### config.mk
export PLATFORM = sky130hd
export DESIGN_NAME = pipeControl
export DESIGN_NICKNAME = d
export VERILOG_FILES = /design/src/design/pipeCtrlPkg.sv /design/src/design/riscvIsaPkg.sv /design/src/design/hazardIf.sv /design/src/design/ctrlDecoder.sv /design/src/design/hazardUnit.sv /design/src/design/pipeControl.sv /design/src/design/stageRegs.sv
export SDC_FILE = /design/constraint.sdc
export NUM_CORES = 1
export LEC_CHECK = 0
export BUFFER_PORTS_ARGS = -buffer_cell sky130_fd_sc_hd__buf_2
export CORE_MARGIN = 2
export CORE_UTILIZATION = 35
export CTS_CLUSTER_SIZE = 28
export DETAILED_ROUTE_END_ITERATION = 10
export HOLD_SLACK_MARGIN = 0.08
export PLACE_DENSITY = 0.59
export SYNTH_ARGS = -nofsm -noshare
export SYNTH_HDL_FRONTEND = slang
export SYNTH_HIERARCHICAL = 1
export SYNTH_SLANG_ARGS = --single-unit
### constraint.sdc
create_clock -name clk -period 4.2 [get_ports clk]
set_input_delay 0.42 -clock clk [delete_from_list [all_inputs] [get_ports clk]]
set_output_delay 0.42 -clock clk [all_outputs]
set_load 0.02 [all_outputs]
### src/design/pipeCtrlPkg.sv
// Pipeline control types
// ALU control codes, result source, forward select, decode control word

package pipeCtrlPkg;

    // ALU operation select
    typedef enum logic [2:0] {
        aluAdd = 3'b000,
        aluSub = 3'b001,
        aluAnd = 3'b010,
        aluOr  = 3'b011,
        aluSlt = 3'b101
    } aluCtrlT;

    // Writeback result mux select
    typedef enum logic [1:0] {
        resAlu = 2'b00,
        resMem = 2'b01,
        resPc4 = 2'b10,
        resImm = 2'b11
    } resultSrcT;

    // Execute operand source
    typedef enum logic [1:0] {
        fwdNone = 2'b00,
        fwdWb   = 2'b01,
        fwdMem  = 2'b10
    } fwdSelT;

    // Decode-stage control word, carried into the execute register
    // All zero is a bubble: no write, no store, no redirect
    typedef struct packed {
        logic      regWrite;
        logic      memWrite;
        logic      jump;
        logic      branch;
        logic      aluSrc;
        // Inverts the zero test for bne
        logic      branchNe;
        resultSrcT resultSrc;
        aluCtrlT   aluCtrl;
    } decodeCtrlT;

endpackage

### src/design/riscvIsaPkg.sv
// RV32I subset encodings used by the control path
// Major opcodes, funct3 values and immediate-format codes

package riscvIsaPkg;

    // Major opcodes, instruction bits [6:0]
    localparam logic [6:0] opLoad     = 7'b0000011;
    localparam logic [6:0] opStore    = 7'b0100011;
    localparam logic [6:0] opRtype    = 7'b0110011;
    localparam logic [6:0] opBranch   = 7'b1100011;
    localparam logic [6:0] opItypeAlu = 7'b0010011;
    localparam logic [6:0] opJal      = 7'b1101111;
    localparam logic [6:0] opJalr     = 7'b1100111;
    localparam logic [6:0] opLui      = 7'b0110111;

    // ALU funct3 values, shared by R-type and I-type
    localparam logic [2:0] f3AddSub = 3'b000;
    localparam logic [2:0] f3Slt    = 3'b010;
    localparam logic [2:0] f3Or     = 3'b110;
    localparam logic [2:0] f3And    = 3'b111;

    // Branch funct3 values
    localparam logic [2:0] f3Beq = 3'b000;
    localparam logic [2:0] f3Bne = 3'b001;

    // Immediate formats for the datapath extender
    // I is also the don't-care value for R-type and unknown opcodes
    typedef enum logic [2:0] {
        immI = 3'b000,
        immS = 3'b001,
        immB = 3'b010,
        immJ = 3'b011,
        immU = 3'b100
    } immSrcT;

endpackage

### src/design/hazardIf.sv
// Hazard bus between the stage registers and the hazard unit
// Stage status towards hazard detection, stall decision back

`timescale 1ns/1ns

interface hazardIf #(
    parameter int regAddrW = 5
) ();

    // Execute stage holds a load
    logic                loadInEx;
    // Execute destination index, driven at the top level
    logic [regAddrW-1:0] rdE;
    // Write enables of the later stages
    logic                regWriteM;
    logic                regWriteW;
    // Load-use stall request
    logic                lwStall;

    modport regsSide (output loadInEx, output regWriteM, output regWriteW, input lwStall);

    modport hazSide (input loadInEx, input rdE, input regWriteM, input regWriteW,
                     output lwStall);

endinterface

### src/design/ctrlDecoder.sv
// Decode-stage control generation
// Main decoder, ALU decoder and branch-sense decode

`timescale 1ns/1ns

module ctrlDecoder (
    input  logic [6:0]              op_i,
    input  logic [2:0]              funct3_i,
    input  logic                    funct7b5_i,
    output pipeCtrlPkg::decodeCtrlT ctrl_o,
    output riscvIsaPkg::immSrcT     immSrc_o
);

    // ALU op classes from the main decoder
    localparam logic [1:0] aluOpAdd   = 2'b00;
    localparam logic [1:0] aluOpSub   = 2'b01;
    localparam logic [1:0] aluOpFunct = 2'b10;

    pipeCtrlPkg::decodeCtrlT mainCtrl;
    pipeCtrlPkg::aluCtrlT    aluCtrlD;
    logic [1:0]              aluOp;
    logic                    rtypeSub;

    // Main decoder
    // Unknown opcodes keep the all-zero word
    always_comb begin
        mainCtrl = '0;
        immSrc_o = riscvIsaPkg::immI;
        aluOp    = aluOpAdd;
        case (op_i)
            riscvIsaPkg::opLoad: begin
                mainCtrl.regWrite  = 1'b1;
                mainCtrl.aluSrc    = 1'b1;
                mainCtrl.resultSrc = pipeCtrlPkg::resMem;
            end
            riscvIsaPkg::opStore: begin
                immSrc_o          = riscvIsaPkg::immS;
                mainCtrl.aluSrc   = 1'b1;
                mainCtrl.memWrite = 1'b1;
            end
            riscvIsaPkg::opRtype: begin
                mainCtrl.regWrite = 1'b1;
                aluOp             = aluOpFunct;
            end
            riscvIsaPkg::opBranch: begin
                immSrc_o        = riscvIsaPkg::immB;
                mainCtrl.branch = 1'b1;
                aluOp           = aluOpSub;
                // Branch sense, other compares are not supported
                case (funct3_i)
                    riscvIsaPkg::f3Beq: mainCtrl.branchNe = 1'b0;
                    riscvIsaPkg::f3Bne: mainCtrl.branchNe = 1'b1;
                    default:            mainCtrl.branchNe = 1'b0;
                endcase
            end
            riscvIsaPkg::opItypeAlu: begin
                mainCtrl.regWrite = 1'b1;
                mainCtrl.aluSrc   = 1'b1;
                aluOp             = aluOpFunct;
            end
            riscvIsaPkg::opJal: begin
                immSrc_o           = riscvIsaPkg::immJ;
                mainCtrl.regWrite  = 1'b1;
                mainCtrl.jump      = 1'b1;
                mainCtrl.resultSrc = pipeCtrlPkg::resPc4;
            end
            riscvIsaPkg::opJalr: begin
                // Target is rs1 plus I immediate
                mainCtrl.regWrite  = 1'b1;
                mainCtrl.aluSrc    = 1'b1;
                mainCtrl.jump      = 1'b1;
                mainCtrl.resultSrc = pipeCtrlPkg::resPc4;
            end
            riscvIsaPkg::opLui: begin
                immSrc_o           = riscvIsaPkg::immU;
                mainCtrl.regWrite  = 1'b1;
                mainCtrl.resultSrc = pipeCtrlPkg::resImm;
            end
            default: begin
                mainCtrl = '0;
            end
        endcase
    end

    // Subtract only for R-type, addi has no funct7
    assign rtypeSub = funct7b5_i & op_i[5];

    // ALU decoder
    always_comb begin
        case (aluOp)
            aluOpSub: aluCtrlD = pipeCtrlPkg::aluSub;
            aluOpFunct: begin
                case (funct3_i)
                    riscvIsaPkg::f3AddSub:
                        aluCtrlD = rtypeSub ? pipeCtrlPkg::aluSub : pipeCtrlPkg::aluAdd;
                    riscvIsaPkg::f3Slt: aluCtrlD = pipeCtrlPkg::aluSlt;
                    riscvIsaPkg::f3Or:  aluCtrlD = pipeCtrlPkg::aluOr;
                    riscvIsaPkg::f3And: aluCtrlD = pipeCtrlPkg::aluAnd;
                    // Undefined funct3 falls back to add
                    default:            aluCtrlD = pipeCtrlPkg::aluAdd;
                endcase
            end
            default: aluCtrlD = pipeCtrlPkg::aluAdd;
        endcase
    end

    // Merge ALU control into the word
    always_comb begin
        ctrl_o         = mainCtrl;
        ctrl_o.aluCtrl = aluCtrlD;
    end

endmodule

### src/design/hazardUnit.sv
// Hazard detection
// Load-use stall and execute-stage operand forwarding selects

`timescale 1ns/1ns

module hazardUnit #(
    parameter int regAddrW = 5
) (
    input  logic [regAddrW-1:0] rs1D_i,
    input  logic [regAddrW-1:0] rs2D_i,
    input  logic [regAddrW-1:0] rs1E_i,
    input  logic [regAddrW-1:0] rs2E_i,
    input  logic [regAddrW-1:0] rdM_i,
    input  logic [regAddrW-1:0] rdW_i,
    hazardIf.hazSide            haz,
    output pipeCtrlPkg::fwdSelT forwardAE_o,
    output pipeCtrlPkg::fwdSelT forwardBE_o
);

    logic rdEMatch;

    // Forward source for one execute operand
    // Memory stage is newer, so it wins over writeback
    function automatic pipeCtrlPkg::fwdSelT pickFwd(
        input logic [regAddrW-1:0] rs,
        input logic [regAddrW-1:0] rdM,
        input logic [regAddrW-1:0] rdW,
        input logic                wrM,
        input logic                wrW
    );
        pipeCtrlPkg::fwdSelT sel;
        sel = pipeCtrlPkg::fwdNone;
        // x0 is hardwired, never forwarded
        if (rs != '0) begin
            if (wrM && (rs == rdM)) begin
                sel = pipeCtrlPkg::fwdMem;
            end else if (wrW && (rs == rdW)) begin
                sel = pipeCtrlPkg::fwdWb;
            end
        end
        return sel;
    endfunction

    // Decode source matches the load target in execute
    assign rdEMatch = (rs1D_i == haz.rdE) || (rs2D_i == haz.rdE);

    // Load-use stall, x0 destination never stalls
    assign haz.lwStall = haz.loadInEx && rdEMatch && (haz.rdE != '0);

    assign forwardAE_o = pickFwd(rs1E_i, rdM_i, rdW_i, haz.regWriteM, haz.regWriteW);
    assign forwardBE_o = pickFwd(rs2E_i, rdM_i, rdW_i, haz.regWriteM, haz.regWriteW);

endmodule

### src/design/pipeControl.sv
// Pipelined RV32I control path, top level
// Decoder, hazard unit and stage registers joined by the hazard bus

`timescale 1ns/1ns

module pipeControl #(
    parameter int regAddrW = 5
) (
    input  logic                       clk,
    input  logic                       reset,
    // Decode-stage instruction fields
    input  logic [6:0]                 op_i,
    input  logic [2:0]                 funct3_i,
    input  logic                       funct7b5_i,
    // Execute-stage ALU flag
    input  logic                       zeroE_i,
    // Register indexes per stage
    input  logic [regAddrW-1:0]        rs1D_i,
    input  logic [regAddrW-1:0]        rs2D_i,
    input  logic [regAddrW-1:0]        rs1E_i,
    input  logic [regAddrW-1:0]        rs2E_i,
    input  logic [regAddrW-1:0]        rdE_i,
    input  logic [regAddrW-1:0]        rdM_i,
    input  logic [regAddrW-1:0]        rdW_i,
    // Stage controls and strobes
    output logic                       pcSrcE_o,
    output logic                       stallF_o,
    output logic                       stallD_o,
    output logic                       flushD_o,
    output logic                       flushE_o,
    output pipeCtrlPkg::aluCtrlT       aluCtrlE_o,
    output logic                       aluSrcE_o,
    output logic                       memWriteM_o,
    output pipeCtrlPkg::resultSrcT     resultSrcM_o,
    output pipeCtrlPkg::resultSrcT     resultSrcW_o,
    output logic                       regWriteW_o,
    output riscvIsaPkg::immSrcT        immSrcD_o,
    // Operand forwarding selects
    output pipeCtrlPkg::fwdSelT        forwardAE_o,
    output pipeCtrlPkg::fwdSelT        forwardBE_o
);

    pipeCtrlPkg::decodeCtrlT ctrlD;

    hazardIf #(.regAddrW(regAddrW)) hazBus ();

    // Execute destination comes straight from the datapath
    assign hazBus.rdE = rdE_i;

    ctrlDecoder decoder_inst (
        .op_i       (op_i),
        .funct3_i   (funct3_i),
        .funct7b5_i (funct7b5_i),
        .ctrl_o     (ctrlD),
        .immSrc_o   (immSrcD_o)
    );

    hazardUnit #(.regAddrW(regAddrW)) hazard_inst (
        .rs1D_i      (rs1D_i),
        .rs2D_i      (rs2D_i),
        .rs1E_i      (rs1E_i),
        .rs2E_i      (rs2E_i),
        .rdM_i       (rdM_i),
        .rdW_i       (rdW_i),
        .haz         (hazBus.hazSide),
        .forwardAE_o (forwardAE_o),
        .forwardBE_o (forwardBE_o)
    );

    stageRegs regs_inst (
        .clk          (clk),
        .reset        (reset),
        .ctrlD_i      (ctrlD),
        .zeroE_i      (zeroE_i),
        .haz          (hazBus.regsSide),
        .pcSrcE_o     (pcSrcE_o),
        .stallF_o     (stallF_o),
        .stallD_o     (stallD_o),
        .flushD_o     (flushD_o),
        .flushE_o     (flushE_o),
        .aluCtrlE_o   (aluCtrlE_o),
        .aluSrcE_o    (aluSrcE_o),
        .memWriteM_o  (memWriteM_o),
        .resultSrcM_o (resultSrcM_o),
        .resultSrcW_o (resultSrcW_o),
        .regWriteW_o  (regWriteW_o)
    );

endmodule

### src/design/stageRegs.sv
// Execute, memory and writeback control registers
// Branch resolution, stall and flush strobes

`timescale 1ns/1ns

module stageRegs (
    input  logic                       clk,
    input  logic                       reset,
    input  pipeCtrlPkg::decodeCtrlT    ctrlD_i,
    input  logic                       zeroE_i,
    hazardIf.regsSide                  haz,
    output logic                       pcSrcE_o,
    output logic                       stallF_o,
    output logic                       stallD_o,
    output logic                       flushD_o,
    output logic                       flushE_o,
    output pipeCtrlPkg::aluCtrlT       aluCtrlE_o,
    output logic                       aluSrcE_o,
    output logic                       memWriteM_o,
    output pipeCtrlPkg::resultSrcT     resultSrcM_o,
    output pipeCtrlPkg::resultSrcT     resultSrcW_o,
    output logic                       regWriteW_o
);

    pipeCtrlPkg::decodeCtrlT ctrlE;
    logic                    regWriteM;

    // Execute register
    // Flush inserts a bubble on a taken redirect or a load-use stall
    always_ff @(posedge clk) begin
        if (reset || flushE_o) begin
            ctrlE <= '0;
        end else begin
            ctrlE <= ctrlD_i;
        end
    end

    // Memory register
    always_ff @(posedge clk) begin
        if (reset) begin
            regWriteM    <= 1'b0;
            memWriteM_o  <= 1'b0;
            resultSrcM_o <= pipeCtrlPkg::resAlu;
        end else begin
            regWriteM    <= ctrlE.regWrite;
            memWriteM_o  <= ctrlE.memWrite;
            resultSrcM_o <= ctrlE.resultSrc;
        end
    end

    // Writeback register
    always_ff @(posedge clk) begin
        if (reset) begin
            regWriteW_o  <= 1'b0;
            resultSrcW_o <= pipeCtrlPkg::resAlu;
        end else begin
            regWriteW_o  <= regWriteM;
            resultSrcW_o <= resultSrcM_o;
        end
    end

    // Execute-stage controls for the datapath
    assign aluCtrlE_o = ctrlE.aluCtrl;
    assign aluSrcE_o  = ctrlE.aluSrc;

    // Branch taken when zero agrees with the sense, jumps always redirect
    assign pcSrcE_o = (ctrlE.branch && (zeroE_i ^ ctrlE.branchNe)) || ctrlE.jump;

    // Stage status towards the hazard unit
    assign haz.loadInEx  = (ctrlE.resultSrc == pipeCtrlPkg::resMem);
    assign haz.regWriteM = regWriteM;
    assign haz.regWriteW = regWriteW_o;

    // Stall holds fetch and decode, flush kills the wrong-path work
    assign stallF_o = haz.lwStall;
    assign stallD_o = haz.lwStall;
    assign flushD_o = pcSrcE_o;
    assign flushE_o = haz.lwStall || pcSrcE_o;

endmodule

# Word level (Yosys, flattened, before mapping)
# Cells that the tools add are included.
# Widths: inputs -> output; s select.
[word_totals] ff_bits=18 output_inout_bits=22
[classes] n_eq_ne=21 muxes=18 bitwise=3 reduce_logical=20
[op_table] cell="$eq 5x5->1" count=6
[op_table] cell="$pmux 3 s4" count=2
[op_table] cell="$eq 7x6->1 const B" count=3
[op_table] cell="$eq 7x7->1 const B" count=3
[op_table] cell="$reduce_bool 5->1" count=3
[op_table] cell="$mux 1" count=9
[op_table] cell="$mux 2" count=4
[op_table] cell="$eq 7x2->1 const B" count=1
[op_table] cell="$eq 7x5->1 const B" count=1
[op_table] cell="$logic_and 1x1->1" count=7
[op_table] cell="$eq 3x3->1 const B" count=2
[op_table] cell="$pmux 2 s3" count=1
[op_table] cell="$pmux 3 s2" count=1
[op_table] cell="$reduce_or 2->1" count=3
[op_table] cell="$reduce_or 6->1" count=1
[op_table] cell="$eq 2x1->1 const B" count=2
[op_table] cell="$logic_or 1x1->1" count=4
[op_table] cell="$pmux 2 s2" count=1
[op_table] cell="$reduce_or 4->1" count=1
[op_table] cell="$eq 3x1->1 const B" count=1
[op_table] cell="$eq 3x2->1 const B" count=1
[op_table] cell="$logic_not 3->1" count=1
[op_table] cell="$eq 2x2->1 const B" count=1
[op_table] cell="$and 1x1->1" count=1
[op_table] cell="other kinds (2)" count=2

# Depth between registers and ports, before layout
# Gate-level depths: netlist of run 1.
[depth] depth_word=7 ltp_mapped=10 depth_no_buf=8

# By module
# The synthesis of run 1 kept the hierarchy.
[modules_own_cells] module="stageRegs" instances=1 cells_per_inst=63 area_each_um2=743.2
[modules_own_cells] module="hazardUnit" instances=1 cells_per_inst=53 area_each_um2=425.4
[modules_own_cells] module="ctrlDecoder" instances=1 cells_per_inst=48 area_each_um2=302.8

# Least setup slack after synthesis of run 1
# No wires, ideal clock.
[synth_timing] path_type="in2reg" startpoint="in op_i[2]" endpoint="reg regs_inst.ctrlE (netlist bit regs_inst/aluCtrlE_o[2])" setup_time_ns=0.070 arrival_ns=2.156 path_slack_ns=1.975 path_stages=8 path_buffers=2 path_cell_list="buf_6 -> or2_1 -> buf_6 -> or2_1 -> ha_1 -> nor4_1 -> or4b_1 -> a21oi_1"
[synth_rtl] element="start: declaration" line_no="pipeControl.sv:12" source="input logic [6:0] op_i,"
[synth_rtl] element="end signal: assignment" line_no="stageRegs.sv:34" source="ctrlE <= ctrlD_i;"
[synth_rtl] element="end: declaration" line_no="stageRegs.sv:25" source="pipeCtrlPkg::decodeCtrlT ctrlE;"

# Worst setup path in the final report of run 1
[layout_timing] startpoint="in rdE_i[0]" endpoint="out flushE_o"
[layout_between] elab_chain_len=5 elab_cells_between_ends=7
[layout_rtl] element="start: declaration" line_no="pipeControl.sv:22" source="input logic [regAddrW-1:0] rdE_i,"
[layout_rtl] element="$eq 5x5->1" line_no="hazardUnit.sv:45" source="assign rdEMatch = (rs1D_i == haz.rdE) || (rs2D_i == haz.rdE);"
[layout_rtl] element="$logic_or 1x1->1" line_no="hazardUnit.sv:45"
[layout_rtl] element="$logic_and 1x1->1" line_no="hazardUnit.sv:48" source="assign haz.lwStall = haz.loadInEx && rdEMatch && (haz.rdE != '0);"
[layout_rtl] element="$logic_and 1x1->1 (*)" line_no="hazardUnit.sv:48"
[layout_rtl] element="$logic_or 1x1->1 (*)" line_no="stageRegs.sv:78" source="assign flushE_o = haz.lwStall || pcSrcE_o;"
[layout_rtl] element="end: declaration" line_no="pipeControl.sv:30" source="output logic flushE_o,"
# Mark *: on every way between the ends. The rest lies on a longest branch, timed or not.

==> metrics.md, run 1 <==
| Metric | Value |
|---|---|
| FF+latch count, synth | `18` |
| Final Hold Fails | `0` |
| Crit-path most repeated cell | `buf_2` |
| Final setup viols | `0` |
| Vias in the first global route | `around 1,200` |
| FP Rows | `23` |
| Vias per Instance | `4.88` |
| Via Count | `about 1,300` |
| Root buf cell | `clkbuf_8` |
| CTS H-tree lvls | `1` |
| Number of flops mapped to enable cells by yosys | `0` |
| Iteration-0 DRC count of the detailed router | `between 80 and 90` |
| Synth unique cells | `41` |
| Tmin final | `between 2 and 2.5 ns` |
| ANT nets after route | `0` |
| CTS max path bufs | `2` |
| Total congestion overflow | `0` |
| Relative slew slack | `between 40% and 50%` |
| Fin Clk Skew | `about 0.0043 ns` |
| Crit-path cells | `buf_2 -> xor2_1 -> nor3_1 -> nand3_1 -> a21oi_1 -> a211o_1 -> buf_2` |
| Cts hold-fix bufs | `0` |
| Leakage | `between 0.8 and 0.9 nW` |
| Setup crit start kind | `input pin` |
| Final GP Congestion | `slightly below 0.8` |
| Critical path arrival | `approximately 2 ns` |
| Syn avg cell area | `between 8 and 9 um^2` |
| First-pass GRT wire length | `approximately 5100 um` |
| CP Buf/Inv Count | `2` |
| Core area | `4030 um^2` |
| Max Cap Violations | `0` |
| PostCTS Resize Cnt | `0` |
| Nets | `approximately 280` |
| Delay-heaviest family, CP | `compound AO/OA/AOI/OAI gates` |
| Fmax | `419 MHz` |
| Met3 routed WL | `between 200 and 250 um` |
| Post-synthesis sequential area ratio | `between 20% and 30%` |
| Most frequent cells in the layout | `buf_2 (70), dfxtp_1 (18), xnor2_1 (16), xor2_1 (15), or4b_1 (11)` |
| Die height | `68.8 um` |
| Power, Total | `approximately 400 uW` |
| Metal1 wirelength | `about 1500 um` |
| N_diodes | `0` |
| Final TNS setup | `0 ns` |
| PD cells | `about 220 nW/um^2` |
| Flop2flop setup slack | `around 2.6 ns` |
| Sink Count | `18` |
| Async SR Flop Fraction | `0%` |
| Outcome | `finished, final reports clean` |
| IO Pins | `71` |
| Predominant post-synthesis flop cell | `dfxtp_1` |
| Top sig layer | `met4` |
| CTS tree | `done` |
| Required @ worst endpoint | `around 3.8 ns` |
| DP Wirelength | `about 2600 um` |
| Clk_lat worst skew | `~0.25 ns` |
| Slowest stage delay, CP | `about 0.69 ns` |
| Routed WL per cell | `roughly 12 um` |
| Initial antenna violation count | `0` |
| Area growth from synthesis to layout | `23.6%` |
| Syn_nets | `about 220` |
| Worst path slowest cell | `a21oi_1` |
| Slew @ Worst Pin | `about 0.86 ns` |
| DR pass1 iterations | `4` |
| Syn Inst Count | `~160` |
| Hold WC Path Type | `register to register` |
| Worst Setup End Kind | `primary output` |
| CTS clk-pin slew, worst paths | `0.07 ns` |
| GRT Total Usage | `13.7%` |
| Port bufs | `70` |
| Routed wl met2 | `1450 um` |
| Final period utilization | `between 50 and 60%` |
| Initial Util | `36.5%` |
| Leading cell type in the layout, fill and taps excluded | `buf_2` |
| Die ar. | `approximately 4700 um^2` |
| Setup bufs post-CTS | `0` |
| Die W | `a little under 70 um` |
| Peak supply drop | `0.117 mV` |
| Crit-path max FO | `14` |
| Setup Crit Path Kind | `input pin to primary output` |
| Post-Synthesis Cell Area | `approximately 1500 um^2` |
| Fraction of layout cells with a size suffix above 1 | `between 40% and 50%` |
| Slew Viols, Final | `0` |
| CTS buffer count | `3` |
| Final WL | `3230 um` |
| Yosys warnings | `6` |
| RSZ-0062 raised after global routing | `false` |
| Largest net degree at the start of global routing | `19` |
| DRC | `0` |
-- synth_stat cells, types with 2 or more instances --
library cell,number,area (um^2)
or4_4,2,22.5
and2b_2,7,61.3
dfxtp_1,18,360
buf_6,6,67.6
nor3_1,5,25.0
buf_4,7,52.6
nor2_4,2,22.5
nand3_1,6,30.0
nor4_2,2,25.0
or4b_1,11,110
nor2_1,8,30.0
xnor2_1,16,140
nand4_1,2,12.5
ha_1,2,25.0
inv_1,4,15.0
nor4b_2,2,30.0
nor4_1,3,18.8
or2_1,2,12.5
a21oi_2,8,70.1
nand2_1,8,30.0
a21oi_1,9,45.0
xor2_1,15,131
-- power breakdown --
group	leakage [nW]	switching, mW	internal [mW]
Combinational	0.637	0.0464	0.0418
Sequential	0.145	0.000530	0.171
Clock	0.0288	0.0554	0.0832
-- cell families after synthesis --
kind of cell / Yosys count / share of synthesized area, %
buf+inv: 20 / 10.0
xor+xnor: 31 / 18.5
fa+ha+maj: 2 / 1.70
compound gates: 25 / 11.8
flops: 18 / 24.5
simple gates: 68 / 33.5
-- routing by layer --
metal | vias up | track usage, %
met3 | 2 | 3.41
met2 | 52 | 21.0
li1 | 691 | -
met5 | - | 0
met4 | 0 | 3.92
met1 | 593 | 19.0
-- registers in the layout, indices dropped and copies added (netlist names) --
name and cells:
regs_inst/aluCtrlE_o 3, regs_inst/aluSrcE_o 1, regs_inst/ctrlE 7, regs_inst/haz.regWriteM 1, regs_inst/haz.regWriteW 1, regs_inst/memWriteM_o 1, regs_inst/resultSrcM_o 2, regs_inst/resultSrcW_o 2
-- layout make-up --
class	instances	area, um^2
fill	411	2210
multi-input combinational	126	963
sequential	18	360
timing repair buffer	71	358
tap	50	62.6
clock buffer	4	55.1
inverter	5	18.8
-- worst paths after layout --
| check | startpoint | end | cells past startpoint |
|---|---|---|---|
| setup reg to reg | regs_inst/ctrlE[3] | regs_inst/aluCtrlE_o[1] | 5 |
| hold / removal | regs_inst/ctrlE[10] | regs_inst/haz.regWriteM | 1 |
| setup / recovery | rdE_i[0] | flushE_o | 7 |
| hold reg to reg | regs_inst/ctrlE[10] | regs_inst/haz.regWriteM | 1 |
-- stage by stage --
step | cell area, um^2 | util (%) | setup WS [ns] | hold slack [ns] | instances
floorplan | 1470 | - | 1.97 | 0.428 | 164
CTS | 1820 | 45.1 | 1.76 | 0.453 | 274
global placement | 1760 | 43.8 | 1.76 | 0.434 | 270
global route | 1820 | 45.1 | 1.62 | 0.472 | 274
finish | 1820 | 45.1 | 1.81 | 0.451 | 274
detailed placement | 1760 | 43.8 | 1.75 | 0.436 | 270
-- worst reg2reg max path, delay by kind of cell, from the launching register on --
kind	cells	cell delay, ns
AOI/OAI and AO/OA	3	0.79
DFF	1	0.32
and+or+nand+nor	2	0.39
No activity file was read; power rests on OpenSTA's default activity.
==> run 2: changes to the inputs <==
Settings changed: PLACE_DENSITY 0.59 to 0.62.
Clock period 4.2 ns to 2.1 ns, I/O delays scaled along.
==> run 2 against run 1 <==
Via count increased by 0.52%. Routed wire length grew 0.28%. Total power is 100% higher. Register-to-register slack worse by 1.9 ns. Critical path depth is 1 higher. Sequential share of layout area fell by 0.67 points. Largest cell class unchanged. Highest routed layer unchanged.
==> metrics.md, run 2 (same netlist as run 1, synthesis figures left out) <==
| Metric | Value |
|---|---|
| CTS buffer count | `3` |
| Clk_lat worst skew | `0.25 ns` |
| Hold WC Path Type | `input pin to register` |
| DRC | `0` |
| Sink Count | `18` |
| Final Hold Fails | `0` |
| Initial Util | `approximately 37%` |
| ANT nets after route | `0` |
| Leading cell type in the layout, fill and taps excluded | `buf_2` |
| CTS H-tree lvls | `1` |
| DR pass1 iterations | `4` |
| Die ar. | `4740 um^2` |
| PD cells | `between 400 and 500 nW/um^2` |
| Setup Crit Path Kind | `input pin to register` |
| Largest register FFs | `7` |
| N_diodes | `0` |
| Pint | `between 600 and 700 uW` |
| RSZ-0062 raised after global routing | `false` |
| Via Count | `approximately 1,300` |
| First-pass GRT wire length | `4970 um` |
| Root buf cell | `clkbuf_8` |
| Fraction of layout cells with a size suffix above 1 | `a little under half` |
| Initial antenna violation count | `0` |
| Max Cap Violations | `0` |
| Nets | `~280` |
| Vias in the first global route | `approximately 1,200` |
| Final GP Congestion | `between 0.8 and 0.9` |
| Worst path slowest cell | `or4b_1` |
| Clock share of power | `roughly a third` |
| Switching power | `between 200 and 250 uW` |
| GRT Total Usage | `a little over an eighth` |
| Slowest stage delay, CP | `~0.46 ns` |
| Setup bufs post-CTS | `0` |
| Peak supply drop | `approximately 0.19 mV` |
| Routed WL per cell | `11.5 um` |
| Final period utilization | `roughly 90%` |
| Cts hold-fix bufs | `0` |
| Final WL | `about 3200 um` |
| Delay-heaviest family, CP | `simple AND/OR/NAND/NOR gates` |
| Crit-path max FO | `3` |
| Leakage | `0.849 nW` |
| Setup ws final | `around 0.21 ns` |
| Final setup viols | `0` |
| CTS tree | `done` |
| Outcome | `finished, final reports clean` |
| Fmax | `about 530 MHz` |
| Iteration-0 DRC count of the detailed router | `49` |
| Area growth from synthesis to layout | `27.9%` |
| CP Buf/Inv Count | `1` |
| Fin Clk Skew | `about 0.0013 ns` |
| Worst Setup End Kind | `register` |
| Power, Total | `801 uW` |
| FP Rows | `23` |
| Switching Fraction | `between 20 and 30%` |
| Relative slew slack | `approximately 69%` |
| Largest Register | `regs_inst/ctrlE` |
| Core area | `4030 um^2` |
| Register share of total power | `a little over two fifths` |
| Most frequent cells in the layout | `buf_2 (70), dfxtp_1 (18), xnor2_1 (16), xor2_1 (15), or4b_1 (11)` |
| Required @ worst endpoint | `roughly 2.3 ns` |
| Slew @ Worst Pin | `0.460 ns` |
| IO Pins | `just over 70` |
| CTS max path bufs | `2` |
| Port bufs | `70` |
| Setup crit start kind | `input pin` |
| DP Wirelength | `roughly 2700 um` |
| Slew Viols, Final | `0` |
| Crit-path cells | `buf_2 -> and2b_1 -> nand3_2 -> or2_1 -> ha_1 -> nor4_1 -> or4b_1 -> a21oi_1` |
| Setup WS pre-CTS | `-0.0328 ns` |
| Critical path arrival | `around 2.1 ns` |
| CTS clk-pin slew, worst paths | `around 0.060 ns` |
| Tmin final | `between 1.5 and 2 ns` |
| Share of total power in combinational logic | `23.1%` |
| Die height | `68.8 um` |
| Largest net degree at the start of global routing | `19` |
| Vias per Instance | `4.77` |
| Total congestion overflow | `0` |
| Die W | `68.8 um` |
==> run 2: stage by stage <==
stage                     TNS [ns]  utilization [%]  hold WS [ns]  cell area [um^2]  instances
after floorplan                  0                -         0.369              1470        164
after global placement           0             45.2         0.431              1820        278
after detailed placement   -0.0328             45.2         0.435              1820        278
after CTS                        0             46.6         0.345              1880        282
after global routing             0             46.7         0.373              1880        282
final                            0             46.7         0.355              1880        282
==> run 2: layout make-up <==
cell class	count	area, um^2
fill	412	2150
multi-input combinational	126	967
timing repair buffer	79	418
sequential	18	360
tap	50	62.6
clock buffer	4	55.1
inverter	5	18.8
==> run 2: metal layers <==
metal  up-vias  track usage, %  wire (um)
met1       589            17.4       1490
met4         0            4.41         27
li1        707               -          -
met2        47            23.6       1490
met5         -               0          0
met3         2            1.62        223
==> run 2: worst paths after layout <==
path	startpoint	end	slack, ns	depth (start not counted)
max	op_i[4]	regs_inst/aluCtrlE_o[2]	0.21	8
min	funct3_i[0]	regs_inst/aluCtrlE_o[2]	0.35	4
max reg2reg	regs_inst/ctrlE[3]	regs_inst/aluCtrlE_o[2]	0.73	5
min reg2reg	regs_inst/ctrlE[10]	regs_inst/haz.regWriteM	0.45	1
==> run 2: what timing repair did <==
item	in CTS	in global routing
resized for setup	0	1
hold endpoints to repair	0	0
setup endpoints to repair	0	3
==> run 2: tightest hold or removal path: cells and delay by family <==
family	cells	cell delay, ns
and+or+nand+nor	2	0.20
buffers and inverters	1	0.10
AOI/OAI and AO/OA	1	0.04
==> run 2: power by group through the flow <==
stage | Sequential [mW] | Combinational, mW | Clock (mW)
finish | 0.344 | 0.185 | 0.272
global route | 0.344 | 0.205 | 0.294
CTS | 0.344 | 0.186 | 0.281
detailed placement | 0.352 | 0.185 | 0
global placement | 0.352 | 0.184 | 0
floorplan | 0.352 | 0.0974 | 0
==> run 3: changes to the inputs <==
Settings changed: PLACE_DENSITY 0.62 to 0.59.
Clock period 2.1 ns to 2 ns, I/O delays scaled along.
==> run 3 against run 2 <==
Total power rose by 5.2%. Hold slack got worse by 0.034 ns. Largest cell class unchanged. Register-to-register slack got worse by 0.11 ns. Global-route usage barely moved. Final cell count rose by 0.71%. Sequential share of layout area fell by 0.15 points.
==> metrics.md, run 3 (same netlist as run 1, synthesis figures left out) <==
| Metric | Value |
|---|---|
| Outcome | `finished, final reports clean` |
| CTS tree | `done` |
| Clk_lat worst skew | `0.25 ns` |
| Largest net degree at the start of global routing | `19` |
| Leakage | `around 0.86 nW` |
| Setup crit start kind | `input pin` |
| CTS H-tree lvls | `1` |
| Worst Setup End Kind | `primary output` |
| Clock share of power | `around a third` |
| Worst Reg-to-Reg Cells | `5` |
| Fin Clk Skew | `0.00855 ns` |
| Die W | `68.8 um` |
| Die ar. | `4740 um^2` |
| Worst Hold Path Cells | `4` |
| Fmax | `~570 MHz` |
| Hold WC Path Type | `input pin to register` |
| Pint | `633 uW` |
| Max Cap Violations | `0` |
| Final TNS setup | `0 ns` |
| Vias per Instance | `between 4 and 5` |
| Routed WL per cell | `~11 um` |
| Slew Viols, Final | `0` |
| Final setup viols | `0` |
| CTS buffer count | `3` |
| Total congestion overflow | `0` |
| Switching Fraction | `24.9%` |
| Setup Crit Path Kind | `input pin to primary output` |
| RSZ-0062 raised after global routing | `false` |
| Fraction of layout cells with a size suffix above 1 | `48.3%` |
| Most frequent cells in the layout | `buf_2 (70), dfxtp_1 (18), xnor2_1 (16), xor2_1 (15)` |
| Post-route cell area | `between 1500 and 2000 um^2` |
| Core area | `just over 4000 um^2` |
| Switching power | `roughly 210 uW` |
| Initial Util | `36.5%` |
| Nets | `roughly 290` |
| Crit-path max FO | `14` |
| Largest Register | `regs_inst/ctrlE` |
| Iteration-0 DRC count of the detailed router | `36` |
| Largest register FFs | `7` |
| Root buf cell | `clkbuf_8` |
| Peak supply drop | `0.280 mV` |
| Vias in the first global route | `1,139` |
| Share of total power in combinational logic | `23.5%` |
| N_diodes | `0` |
| Final GP Congestion | `approximately 0.84` |
| DP Wirelength | `between 2000 and 3000 um` |
| Finished Layout Cells | `between 200 and 300` |
| Critical path arrival | `~1.6 ns` |
| Final WL | `3230 um` |
| Final Hold Fails | `0` |
| Sink Count | `18` |
| CTS max path bufs | `2` |
| Setup bufs post-CTS | `0` |
| Area growth from synthesis to layout | `28.9%` |
| Die height | `~70 um` |
| Via Count | `between 1,000 and 1,500` |
| PD cells | `roughly 440 nW/um^2` |
| Area after DPL | `approximately 1800 um^2` |
| Slew @ Worst Pin | `0.490 ns` |
| Initial antenna violation count | `0` |
| Required @ worst endpoint | `about 1.8 ns` |
| Relative slew slack | `between 60% and 70%` |
| DR pass1 iterations | `4` |
| Final period utilization | `between 80% and 90%` |
| Leading cell type in the layout, fill and taps excluded | `buf_2` |
| First-pass GRT wire length | `~4900 um` |
| CTS clk-pin slew, worst paths | `around 0.07 ns` |
| Tmin final | `1.76 ns` |
| Port bufs | `70` |
| Cells after DPL | `280` |
| GRT Total Usage | `a little over an eighth` |
| FP Rows | `23` |
| ANT nets after route | `0` |
| IO Pins | `slightly above 70` |
| DRC | `0` |
| Register share of total power | `42.8%` |
## run 3: power by group through the flow
stage	Clock, mW	Combinational (mW)	Sequential [mW]
2_1_floorplan	0	0.102	0.369
3_3_place_gp	0	0.197	0.369
3_5_place_dp	0	0.197	0.369
4_1_cts	0.293	0.198	0.361
5_1_grt	0.304	0.219	0.361
6_report	0.284	0.198	0.361
## run 3: final timing paths
path                           start                      end  slack [ns]
setup / recovery            rdE_i[3]                 flushE_o        0.24
hold / removal           funct3_i[0]  regs_inst/aluCtrlE_o[2]        0.32
setup reg to reg  regs_inst/ctrlE[3]      regs_inst/ctrlE[10]        0.62
hold reg to reg   regs_inst/ctrlE[9]    regs_inst/memWriteM_o        0.45
## run 3: cell type report
class	instances	area (um^2)
clock buffers	4	55.1
fillers	431	2130
inverters	5	18.8
multi-input cells	126	967
flip-flops and latches	18	360
well taps	50	62.6
repair buffers	81	433
## run 3: metrics by stage
stage          total power [mW]  utilization (%)  hold WS, ns  setup slack (ns)
2_1_floorplan             0.472                -        0.359           0.00802
3_3_place_gp              0.566             45.6        0.432            0.0149
3_5_place_dp              0.566             45.6        0.440          0.000282
4_1_cts                   0.852             47.0        0.313            0.0336
5_1_grt                   0.884             47.1        0.328             0.131
6_report                  0.843             47.1        0.321             0.242
## run 3: routing by layer
metal | wire length, um | GRT usage, % | part of all wire, %
met5 | 0 | 0 | 0
met4 | 35 | 4.41 | 1.1
met3 | 211 | 2.11 | 6.5
met2 | 1510 | 21.9 | 47
met1 | 1480 | 18.5 | 46
## run 3: worst max-delay path, stage by stage
cell and delay, ns:
buf_2 0.11, xor2_1 0.15, nor3_1 0.23, nand3_1 0.12, a21oi_2 0.43, a211o_1 0.15, buf_2 0.15
## run 3: repair_timing
item / CTS / global route
hold buffers: 0 / 0
endpoints found under the setup margin: 0 / 3
gates resized for setup: 0 / 1
endpoints found under the hold margin: 0 / 0
